$ cat config.mk
export PLATFORM = sky130hd
export DESIGN_NAME = cache_top
export DESIGN_NICKNAME = d
export VERILOG_FILES = /design/src/design/cache_pkg.sv /design/src/design/cache_array_if.sv /design/src/design/cache_ctrl.sv /design/src/design/cache_data_array.sv /design/src/design/cache_tag_store.sv /design/src/design/cache_top.sv
export SDC_FILE = /design/constraint.sdc
export NUM_CORES = 2
export LEC_CHECK = 0
export BUFFER_PORTS_ARGS = -buffer_cell sky130_fd_sc_hd__buf_4
export CORE_MARGIN = 2
export CORE_UTILIZATION = 56
export DETAILED_ROUTE_END_ITERATION = 10
export HOLD_SLACK_MARGIN = 0.1
export PLACE_DENSITY = 0.79
export SLEW_MARGIN = 5
export SYNTH_ARGS = -nofsm -noshare
export SYNTH_HDL_FRONTEND = slang
export SYNTH_MEMORY_MAX_BITS = 65536
export SYNTH_SLANG_ARGS = --single-unit
$ cat constraint.sdc
create_clock -name clk -period 3.4 [get_ports clk]
set_input_delay 0.34 -clock clk [delete_from_list [all_inputs] [get_ports clk]]
set_output_delay 0.34 -clock clk [all_outputs]
set_load 0.01 [all_outputs]
$ cat src/design/cache_pkg.sv
package cache_pkg;

   // address split 7 / 5 / 4
   localparam int tag_w = 7;
   localparam int index_w = 5;
   localparam int offset_w = 4;
   localparam int addr_w = tag_w + index_w + offset_w;

   // line geometry
   localparam int line_bytes = 16;
   localparam int line_w = line_bytes * 8;
   localparam int num_lines = 32;

   // one-hot controller states
   typedef enum logic [4:0] {
      st_idle   = 5'b00001,
      st_lookup = 5'b00010,
      st_evict  = 5'b00100,
      st_fill   = 5'b01000,
      st_hit    = 5'b10000
   } state_t;

   // same address word, seen whole or split
   typedef union packed {
      logic [addr_w-1:0] raw;
      struct packed {
         logic [tag_w-1:0] tag;
         logic [index_w-1:0] index;
         logic [offset_w-1:0] offset;
      } fields;
   } cache_addr_u;

endpackage

$ cat src/design/cache_array_if.sv
`timescale 1ns/1ps

interface cache_array_if;

   // request address, shared by both arrays
   cache_pkg::cache_addr_u addr;

   // write strobes
   // line_sel_wr loads a whole line from the bus
   logic line_sel_wr;
   // store_wr writes the masked processor bytes
   logic store_wr;
   logic [cache_pkg::line_w-1:0] fill_line;

   // tag store replies
   logic hit;
   logic dirty;
   logic [cache_pkg::tag_w-1:0] victim_tag;

   // raw line at the index, used for writeback
   logic [cache_pkg::line_w-1:0] victim_line;

   modport ctrl (output addr, line_sel_wr, store_wr, fill_line,
                 input hit, dirty, victim_tag);

   modport tags (input addr, line_sel_wr, store_wr,
                 output hit, dirty, victim_tag);

   modport data (input addr, line_sel_wr, store_wr, fill_line,
                 output victim_line);

endinterface

$ cat src/design/cache_ctrl.sv
`timescale 1ns/1ps

module cache_ctrl (
   input  logic clk,
   input  logic arst_n,
   input  logic enable,
   input  logic rw,
   input  logic [cache_pkg::addr_w-1:0] address,
   output logic ready,
   output logic bus_en,
   output logic bus_wr,
   output logic [cache_pkg::addr_w-1:0] bus_addr,
   input  logic [cache_pkg::line_w-1:0] bus_read,
   input  logic bus_r,
   cache_array_if.ctrl arr
);

   cache_pkg::state_t state;
   cache_pkg::state_t next_state;
   cache_pkg::cache_addr_u bus_a;

   // state register
   always_ff @(posedge clk or negedge arst_n)
   begin
      if (!arst_n)
         state <= cache_pkg::st_idle;
      else
         state <= next_state;
   end

   // next state
   always_comb
   begin
      next_state = state;
      unique case (state)
         cache_pkg::st_idle:
         begin
            // request held until ready
            if (enable)
               next_state = cache_pkg::st_lookup;
         end
         cache_pkg::st_lookup:
         begin
            if (arr.hit)
               next_state = cache_pkg::st_hit;
            else if (arr.dirty)
               next_state = cache_pkg::st_evict;
            else
               next_state = cache_pkg::st_fill;
         end
         cache_pkg::st_evict:
         begin
            // writeback done, go fetch the new line
            if (bus_r)
               next_state = cache_pkg::st_fill;
         end
         cache_pkg::st_fill:
         begin
            // retry the lookup, it hits now
            if (bus_r)
               next_state = cache_pkg::st_lookup;
         end
         cache_pkg::st_hit:
            next_state = cache_pkg::st_idle;
         default:
            next_state = cache_pkg::st_idle;
      endcase
   end

   // array side
   assign arr.addr.raw = address;
   assign arr.fill_line = bus_read;
   // fill only in the bus_r cycle
   assign arr.line_sel_wr = (state == cache_pkg::st_fill) && bus_r;
   // stored at the end of the ready cycle
   assign arr.store_wr = (state == cache_pkg::st_hit) && rw;

   // processor side
   assign ready = (state == cache_pkg::st_hit);

   // bus strobes
   assign bus_en = (state == cache_pkg::st_evict) || (state == cache_pkg::st_fill);
   assign bus_wr = (state == cache_pkg::st_evict);

   // bus address, line aligned
   always_comb
   begin
      bus_a.raw = address;
      bus_a.fields.offset = '0;
      // victim tag on writeback
      if (state == cache_pkg::st_evict)
         bus_a.fields.tag = arr.victim_tag;
   end

   assign bus_addr = bus_a.raw;

endmodule

$ cat src/design/cache_data_array.sv
`timescale 1ns/1ps

module cache_data_array (
   input  logic clk,
   input  logic [1:0] size,
   input  logic [cache_pkg::line_w-1:0] data_write,
   output logic [cache_pkg::line_w-1:0] data_read,
   cache_array_if.data arr
);

   // line storage
   logic [cache_pkg::line_w-1:0] lines [cache_pkg::num_lines];

   logic [cache_pkg::index_w-1:0] idx;
   logic [cache_pkg::offset_w-1:0] offset;
   logic [cache_pkg::offset_w+2:0] bit_shift;

   logic [cache_pkg::line_bytes-1:0] base_mask;
   logic [cache_pkg::line_bytes-1:0] store_mask;
   logic [cache_pkg::line_bytes-1:0] wr_mask;
   logic [cache_pkg::line_w-1:0] store_data;
   logic [cache_pkg::line_w-1:0] wr_data;
   logic [cache_pkg::line_w-1:0] raw_line;

   assign idx = arr.addr.fields.index;
   assign offset = arr.addr.fields.offset;
   // offset in bytes to bits
   assign bit_shift = {offset, 3'b000};

   // 2^size low bytes
   always_comb
   begin
      unique case (size)
         2'd0: base_mask = 16'h0001;
         2'd1: base_mask = 16'h0003;
         2'd2: base_mask = 16'h000f;
         default: base_mask = 16'h00ff;
      endcase
   end

   // lanes past byte 15 fall off the top
   assign store_mask = base_mask << offset;
   assign store_data = data_write << bit_shift;

   // fill takes every byte from the bus
   assign wr_mask = arr.line_sel_wr ? '1 : (arr.store_wr ? store_mask : '0);
   assign wr_data = arr.line_sel_wr ? arr.fill_line : store_data;

   // byte write enables
   always_ff @(posedge clk)
   begin
      for (int b = 0; b < cache_pkg::line_bytes; b++)
      begin
         if (wr_mask[b])
            lines[idx][b*8 +: 8] <= wr_data[b*8 +: 8];
      end
   end

   // read port
   assign raw_line = lines[idx];
   assign arr.victim_line = raw_line;
   // addressed byte lands in 7:0, zero filled
   assign data_read = raw_line >> bit_shift;

endmodule

$ cat src/design/cache_tag_store.sv
`timescale 1ns/1ps

module cache_tag_store (
   input logic clk,
   input logic arst_n,
   cache_array_if.tags arr
);

   // tag and dirty per line
   logic [cache_pkg::tag_w-1:0] tag_mem [cache_pkg::num_lines];
   logic [cache_pkg::num_lines-1:0] dirty_bits;
   // valid bits
   logic [cache_pkg::num_lines-1:0] valid_bits;

   logic [cache_pkg::index_w-1:0] idx;
   logic [cache_pkg::tag_w-1:0] req_tag;
   logic line_valid;

   assign idx = arr.addr.fields.index;
   assign req_tag = arr.addr.fields.tag;
   assign line_valid = valid_bits[idx];

   // only fills make a line valid
   always_ff @(posedge clk or negedge arst_n)
   begin
      if (!arst_n)
         valid_bits <= '0;
      else if (arr.line_sel_wr)
         valid_bits[idx] <= 1'b1;
   end

   // fill loads tag and cleans the line
   // store marks it dirty
   always_ff @(posedge clk)
   begin
      if (arr.line_sel_wr)
      begin
         tag_mem[idx] <= req_tag;
         dirty_bits[idx] <= 1'b0;
      end
      else if (arr.store_wr)
      begin
         dirty_bits[idx] <= 1'b1;
      end
   end

   // hit compare
   assign arr.hit = line_valid && (tag_mem[idx] == req_tag);
   // invalid line is never dirty
   assign arr.dirty = line_valid && dirty_bits[idx];
   // for the writeback address
   assign arr.victim_tag = tag_mem[idx];

endmodule

$ cat src/design/cache_top.sv
`timescale 1ns/1ps

module cache_top (
   input  logic clk,
   input  logic arst_n,
   // processor port
   input  logic enable,
   input  logic rw,
   input  logic [cache_pkg::addr_w-1:0] address,
   input  logic [1:0] size,
   input  logic [cache_pkg::line_w-1:0] data_write,
   output logic [cache_pkg::line_w-1:0] data_read,
   output logic ready,
   // memory bus
   output logic bus_en,
   output logic bus_wr,
   output logic [cache_pkg::addr_w-1:0] bus_addr,
   output logic [cache_pkg::line_w-1:0] bus_write,
   input  logic bus_r,
   input  logic [cache_pkg::line_w-1:0] bus_read
);

   // controller to arrays
   cache_array_if arr ();

   cache_ctrl cache_ctrl_inst (
      .clk      (clk),
      .arst_n   (arst_n),
      .enable   (enable),
      .rw       (rw),
      .address  (address),
      .ready    (ready),
      .bus_en   (bus_en),
      .bus_wr   (bus_wr),
      .bus_addr (bus_addr),
      .bus_read (bus_read),
      .bus_r    (bus_r),
      .arr      (arr.ctrl)
   );

   cache_tag_store cache_tag_store_inst (
      .clk    (clk),
      .arst_n (arst_n),
      .arr    (arr.tags)
   );

   cache_data_array cache_data_array_inst (
      .clk        (clk),
      .size       (size),
      .data_write (data_write),
      .data_read  (data_read),
      .arr        (arr.data)
   );

   // writeback data is the indexed line
   assign bus_write = arr.victim_line;

endmodule

After elaboration in Yosys (flattened, before gate mapping)

Memory sizes are Yosys's and may differ from the RTL's.
Index checks and enable logic that the tools add are counted.

Bitwise logic cells: 4
Multiplexer cells: 53
Shifts and indexed selects: 3
Magnitude comparators: 2
Equality and inequality tests: 11
Reduce and logical (&&, ||, !) cells: 9

Operators with widths:

| cell                                                               | number |
|---|---|
| two-way mux 128 bit                                                | 1 |
| << shifter 128 x 7 -> 128 bit                                      | 1 |
| right shift 128 x 7 -> 128 bit                                     | 1 |
| two-way mux 32 bit                                                 | 2 |
| OR 32 bit                                                          | 2 |
| two-way mux 1 bit                                                  | 37 |
| AND 32 bit                                                         | 1 |
| two-way mux 16 bit                                                 | 2 |
| NOT 32 bit                                                         | 1 |
| one-hot mux 8 bit (3 select lines)                                 | 1 |
| two-way mux 5 bit                                                  | 4 |
| one-hot mux 5 bit (4 select lines)                                 | 1 |
| << shifter 8 x 4 -> 16 bit                                         | 1 |
| binary-select mux 1 bit (select 5 bit)                             | 2 |
| equality test 7 bit                                                | 1 |
| two-way mux 7 bit                                                  | 1 |
| < comparator 5 x 6 -> 1 bit (second input constant)                | 1 |
| demux 1 bit (select 5 bit)                                         | 1 |
| equality test 5 x 1 -> 1 bit (second input constant)               | 1 |
| equality test 5 x 2 -> 1 bit (second input constant)               | 1 |
| equality test 5 x 3 -> 1 bit (second input constant)               | 1 |
| equality test 5 x 4 -> 1 bit (second input constant)               | 1 |
| equality test 5 bit (second input constant)                        | 1 |
| greater-or-equal comparator 5 x 1 -> 1 bit (second input constant) | 1 |
| other kinds (10)                                                   | 15 |

Word-level logic and storage cells: 87
Memories kept: 2
Output and inout port bits: 275
RAM bits: 4,320
Bits in registers: 69
Input port bits: 279

Memory list:

| memory                       | depth | bits a word | read ports | clocked after memory_dff | wr ports | line                   | RTL |
|---|---|---|---|---|---|---|---|
| cache_data_array_inst.lines  | 32    | 128         | 1          | 0                        | 1        | cache_data_array.sv:12 | `logic [cache_pkg::line_w-1:0] lines [cache_pkg::num_lines];` |
| cache_tag_store_inst.tag_mem | 32    | 7           | 1          | 0                        | 1        | cache_tag_store.sv:10  | `logic [cache_pkg::tag_w-1:0] tag_mem [cache_pkg::num_lines];` |

Longest topological paths before layout

Word-level depth: 7
Gate-level depth with buffers: 12

Modules after synthesis

Synthesis repeated with hierarchy kept, for this count alone.

Cells, all modules: 11,211
Area total of the unflattened synthesis: 181,633.0 um2

Modules (own cells, without submodules):

| module           | cells each | sequential area each (um2) | instances | area each (um2) |
|---|---|---|---|---|
| cache_data_array | 10,304     | 122,998.0                  | 1         | 168,407.8 |
| cache_tag_store  | 710        | 8,488.1                    | 1         | 11,678.7 |
| cache_ctrl       | 197        | 126.4                      | 1         | 1,546.5 |

Worst setup path before layout

Ideal clock, no wire load.

Kind: in2reg
Start point: input port address[1] (netlist bit)
End point: memory cache_data_array_inst.lines[0][120] (netlist bit), data pin
Arrival time: 3.632 ns
Path buffers: 3
Slack: -0.686 ns
Stages on the path: 8
Path through: clkbuf_1 > inv_1 > buf_1 > buf_1 > mux4_2 > nor2_1 > a21oi_1 > o21ai_0

Longest elaborated chain between the ends: 2

Ends and longest elaborated chain:

| what                                        | line                   | RTL |
|---|---|---|
| start: declaration                          | cache_top.sv:9         | `input logic [cache_pkg::addr_w-1:0] address,` |
| << shifter 128 x 7 -> 128 bit               | cache_data_array.sv:43 | `assign store_data = data_write << bit_shift;` |
| two-way mux 128 bit                         | cache_data_array.sv:47 | `assign wr_data = arr.line_sel_wr ? arr.fill_line : store_data;` |
| net cache_data_array_inst.wr_data (one bit) | cache_data_array.sv:22 | `logic [cache_pkg::line_w-1:0] wr_data;` |
| end: declaration                            | cache_data_array.sv:12 |  |

The timed path passes the listed nets, and every way through them passes these cells.

Final worst setup path

Start point: memory cache_data_array_inst.lines[11][117] (netlist bit)
End point: output port data_read[13] (netlist bit)

Longest elaborated chain between the ends: 2

Ends and longest elaborated chain:

| what                           | line                   | RTL |
|---|---|---|
| memory read (32 x 128 bit)     | --                     |  |
| right shift 128 x 7 -> 128 bit | cache_data_array.sv:63 | `assign data_read = raw_line >> bit_shift;` |
| end: declaration               | cache_top.sv:12        | `output logic [cache_pkg::line_w-1:0] data_read,` |

No other way between the ends.

==> impl_metrics.csv <==
group,metric,value,unit
run_status,status,"complete, but fails checks",
timing,grt_setup_unrepaired,"true",
synthesis,synth-async-reset-ratio,0.843,%
placed_design,dpl_cell_area,205000,um2
critical_path,slowest_stage,"mux4_2",
placed_design,dp.cells,16208,
synthesis,synthTopCellsByCount,"4352 x edfxtp_1, 1294 x mux2i_1, 718 x nor2_1",
timing,whs,0.107,ns
die,die_w,569,um
clocking,cts_tree,"yes",
route,vias,119338,
run,max-cap-violations,0,
critical_path,worst_setup_path_start_kind,"flip-flop",
power,ir_drop,0.486,mV
clocking,clk_latency,1.03,ns
synthesis,syn_inst,10040,
synthesis,avgSynthCellArea,17.8,um2
critical_path,slowest_delay,0.52,ns
synthesis,netlist.area_leader.share,73.2,%
critical_path,worst-path-max-fanout,3,
synthesis,synth_flop_cell,"edfxtp_1",
synthesis,syn_area,178000,um2
synthesis,netlist-cell-type-count,71,
critical_path,critPathRequiredTime,3.06,ns
timing,fmax,0.230,GHz
die,initial_core_util,56.2,%
timing,max_slew_margin,0.906,%
route,dr.first_iter.drc_count,21028,
synthesis,yosys-top-cells-area,"edfxtp_1 73%, mux4_2 7.6%, mux2i_1 7.3%",
die,core-area,318000,um2
global_route,overflow,0,
die,die_h,569,um
route,wl,701,mm
clocking,root_buffer,"clkbuf_16",
synthesis,synth_area_leader_cell,"edfxtp_1",
final_layout,final_area,225000,um2
die,io_pins,554,
global_route,grt_max_degree,95,
synthesis,synthMostInstantiatedCell,"edfxtp_1",
placed_design,io_buffers,549,
final_layout,area_growth,25.9,%
timing,final-setup-viol-count,129,
final_layout,final_nets,12927,
die,fp-row-count,207,
global_route,grt_pass1_wl,940,mm
synthesis,ys_ff_latch,4389,
clocking,h-tree-depth,5,
critical_path,cp.arrival,4.01,ns
timing,hold_viol_final,0,
clocking,cts.sinks,4389,
timing,fin_crit_sh,128,%
critical_path,endpoint_kind,"primary output",
global_route,antenna_found_initial,87,
critical_path,cp_cell_sequence,"mux4_2, a22oi_2, nand4_1, buf_6, mux2_4, a221oi_2, a31oi_2, a211o_1, buf_6",
critical_path,crit_top_cell,"buf_6",
route,avgRoutedWirePerCell,40.6,um
power,power.total,124000,uW
clocking,cts_max_path_buffers,4,
placed_design,hpwlAfterDp,495,mm
placed_design,place_congestion,1.08,
global_route,grt_pass1_vias,114856,
hold_path,hold_path.class,"input port to flip-flop",
critical_path,crit_type,"flip-flop to primary output",
timing,worst_pin_slew,1.49,ns
route,drc,0,
final_layout,fillers,18957,
global_route,track_usage,42.8,%
route,dr.pass1.iters,7,
synthesis,ys_seq_area_share,73.7,%
synthesis,synth-edff-count,4352,
timing,fin_skew,0.0418,ns
power,powerDensity,550,nW/um2
power,p_leak,0.0807,uW
run_status,failed_checks,"setup timing",
synthesis,yosysWarnings,0,
final_layout,final_cells,17250,
final_layout,drive_gt1_share,35.5,%
route,ant_nets,0,
clocking,clkSlewWorstSetupHoldPaths,0.06,ns
timing,timing.final.ws_setup,-0.951,ns
die,dieArea,323000,um2
timing,period_minus_slack,4.35,ns
clocking,cts_buffers,423,
placed_design,post-place-ws,-1.23,ns
timing,slew_violations,0,
route,viasPerCell,6.92,
registers in the layout (all words and copies together) (netlist names), named ones only:
| register | count |
|---|---|
| cache_ctrl_inst.state | 5 |
| cache_data_array_inst.lines | 4096 |
| cache_tag_store_inst.tag_mem | 224 |
| cache_tag_store_inst.valid_bits | 32 |
layout make-up:
cell class	count	area, um2	share of cell area (%)
flip-flops and latches	4389	132000	58.6
multi-input cells	4884	46800	20.8
repair buffers	2903	27200	12.1
clock buffers	511	11000	4.91
well taps	4180	5230	2.33
clock inverters	255	2510	1.12
inverters	47	204	0.0907
diodes	81	203	0.0902
where the power goes:
part | switching (uW) | internal (uW)
sequential | 68.6 | 60800
clock | 20600 | 26200
combinational | 10100 | 5990
total | 30700 | 92900
through the flow:
stage	TNS, ns	utilization (%)
floorplan	-35.15	-
global placement	-94.70	64.7
detailed placement	-98.91	64.7
CTS	-68.71	70.3
global route	-75.02	70.7
finish	-74.14	70.8
critical path: cells and delay by family, from the launching register on:
kind / cells / cell delay, ns
AO/OA/AOI/OAI: 4 / 1.07
flip-flops: 1 / 0.41
AND/OR/NAND/NOR: 1 / 0.28
multiplexers: 2 / 0.83
buffers and inverters: 2 / 0.40
final timing paths:
check,startpoint,end,cells after the start,slack [ns]
worst max-delay path,cache_data_array_inst.lines[11][117],data_read[13],9,-0.95
worst min-delay path,bus_read[102],cache_data_array_inst.lines[29][102],3,0.11
worst max register to register,cache_ctrl_inst.state[0],cache_data_array_inst.lines[17][25],8,0.08
worst min register to register,cache_tag_store_inst.valid_bits[21],cache_tag_store_inst.valid_bits[21],1,0.47
max in group asynchronous,arst_n,cache_tag_store_inst.valid_bits[8],4,2.75
min in group asynchronous,arst_n,cache_ctrl_inst.state[1],4,0.38
logic make-up (layout without fill, tap and decap cells):
logic type | after synthesis | after routing | share of synthesized area [%]
AOI/OAI and AO/OA | 1367 | 1367 | 5.18
other | 1 | 85 | 0.00210
DFF | 4389 | 4389 | 73.7
muxes | 1943 | 1943 | 15.2
buffers and inverters | 770 | 3716 | 1.97
and+or+nand+nor | 1570 | 1570 | 3.94
layout by cell type, fill, tap and decap left out, drive strengths merged, types with 33 or more instances in the layout:
master and instances:
edfxtp 4352, nand3 72, dfrtp 36, mux4 604, mux2i 1294, clkinv 187
diode 81, and3 33, dlygate4sd3 130, o221ai 43, a21oi 104, a31oi 44
mux2 45, inv 62, nand2 403, nor2 718, a22o 52, buf 2769
nand4 60, o22ai 583, o21ai 96, o21a 41, clkbuf 513, bufinv 40
or2 46, a22oi 273, nor4 143
timing repair:
item | 4_1_cts | 5_1_grt
endpoints found under the hold margin | 3737 | 0
cloned | 3 | 2
setup endpoints to repair | 155 | 148
hold buffers | 131 | 0
pin swaps | 177 | 135
setup buffers | 59 | 29
gates resized for setup | 542 | 257
metal layers:
metal	track usage (%)	wire [um]	vias up
li1	-	-	46057
met1	51.7	217000	59924
met2	61.2	303000	10947
met3	16.1	109000	2372
met4	36.2	71400	38
met5	0	457	-
Power figures use the tool's default switching activity.
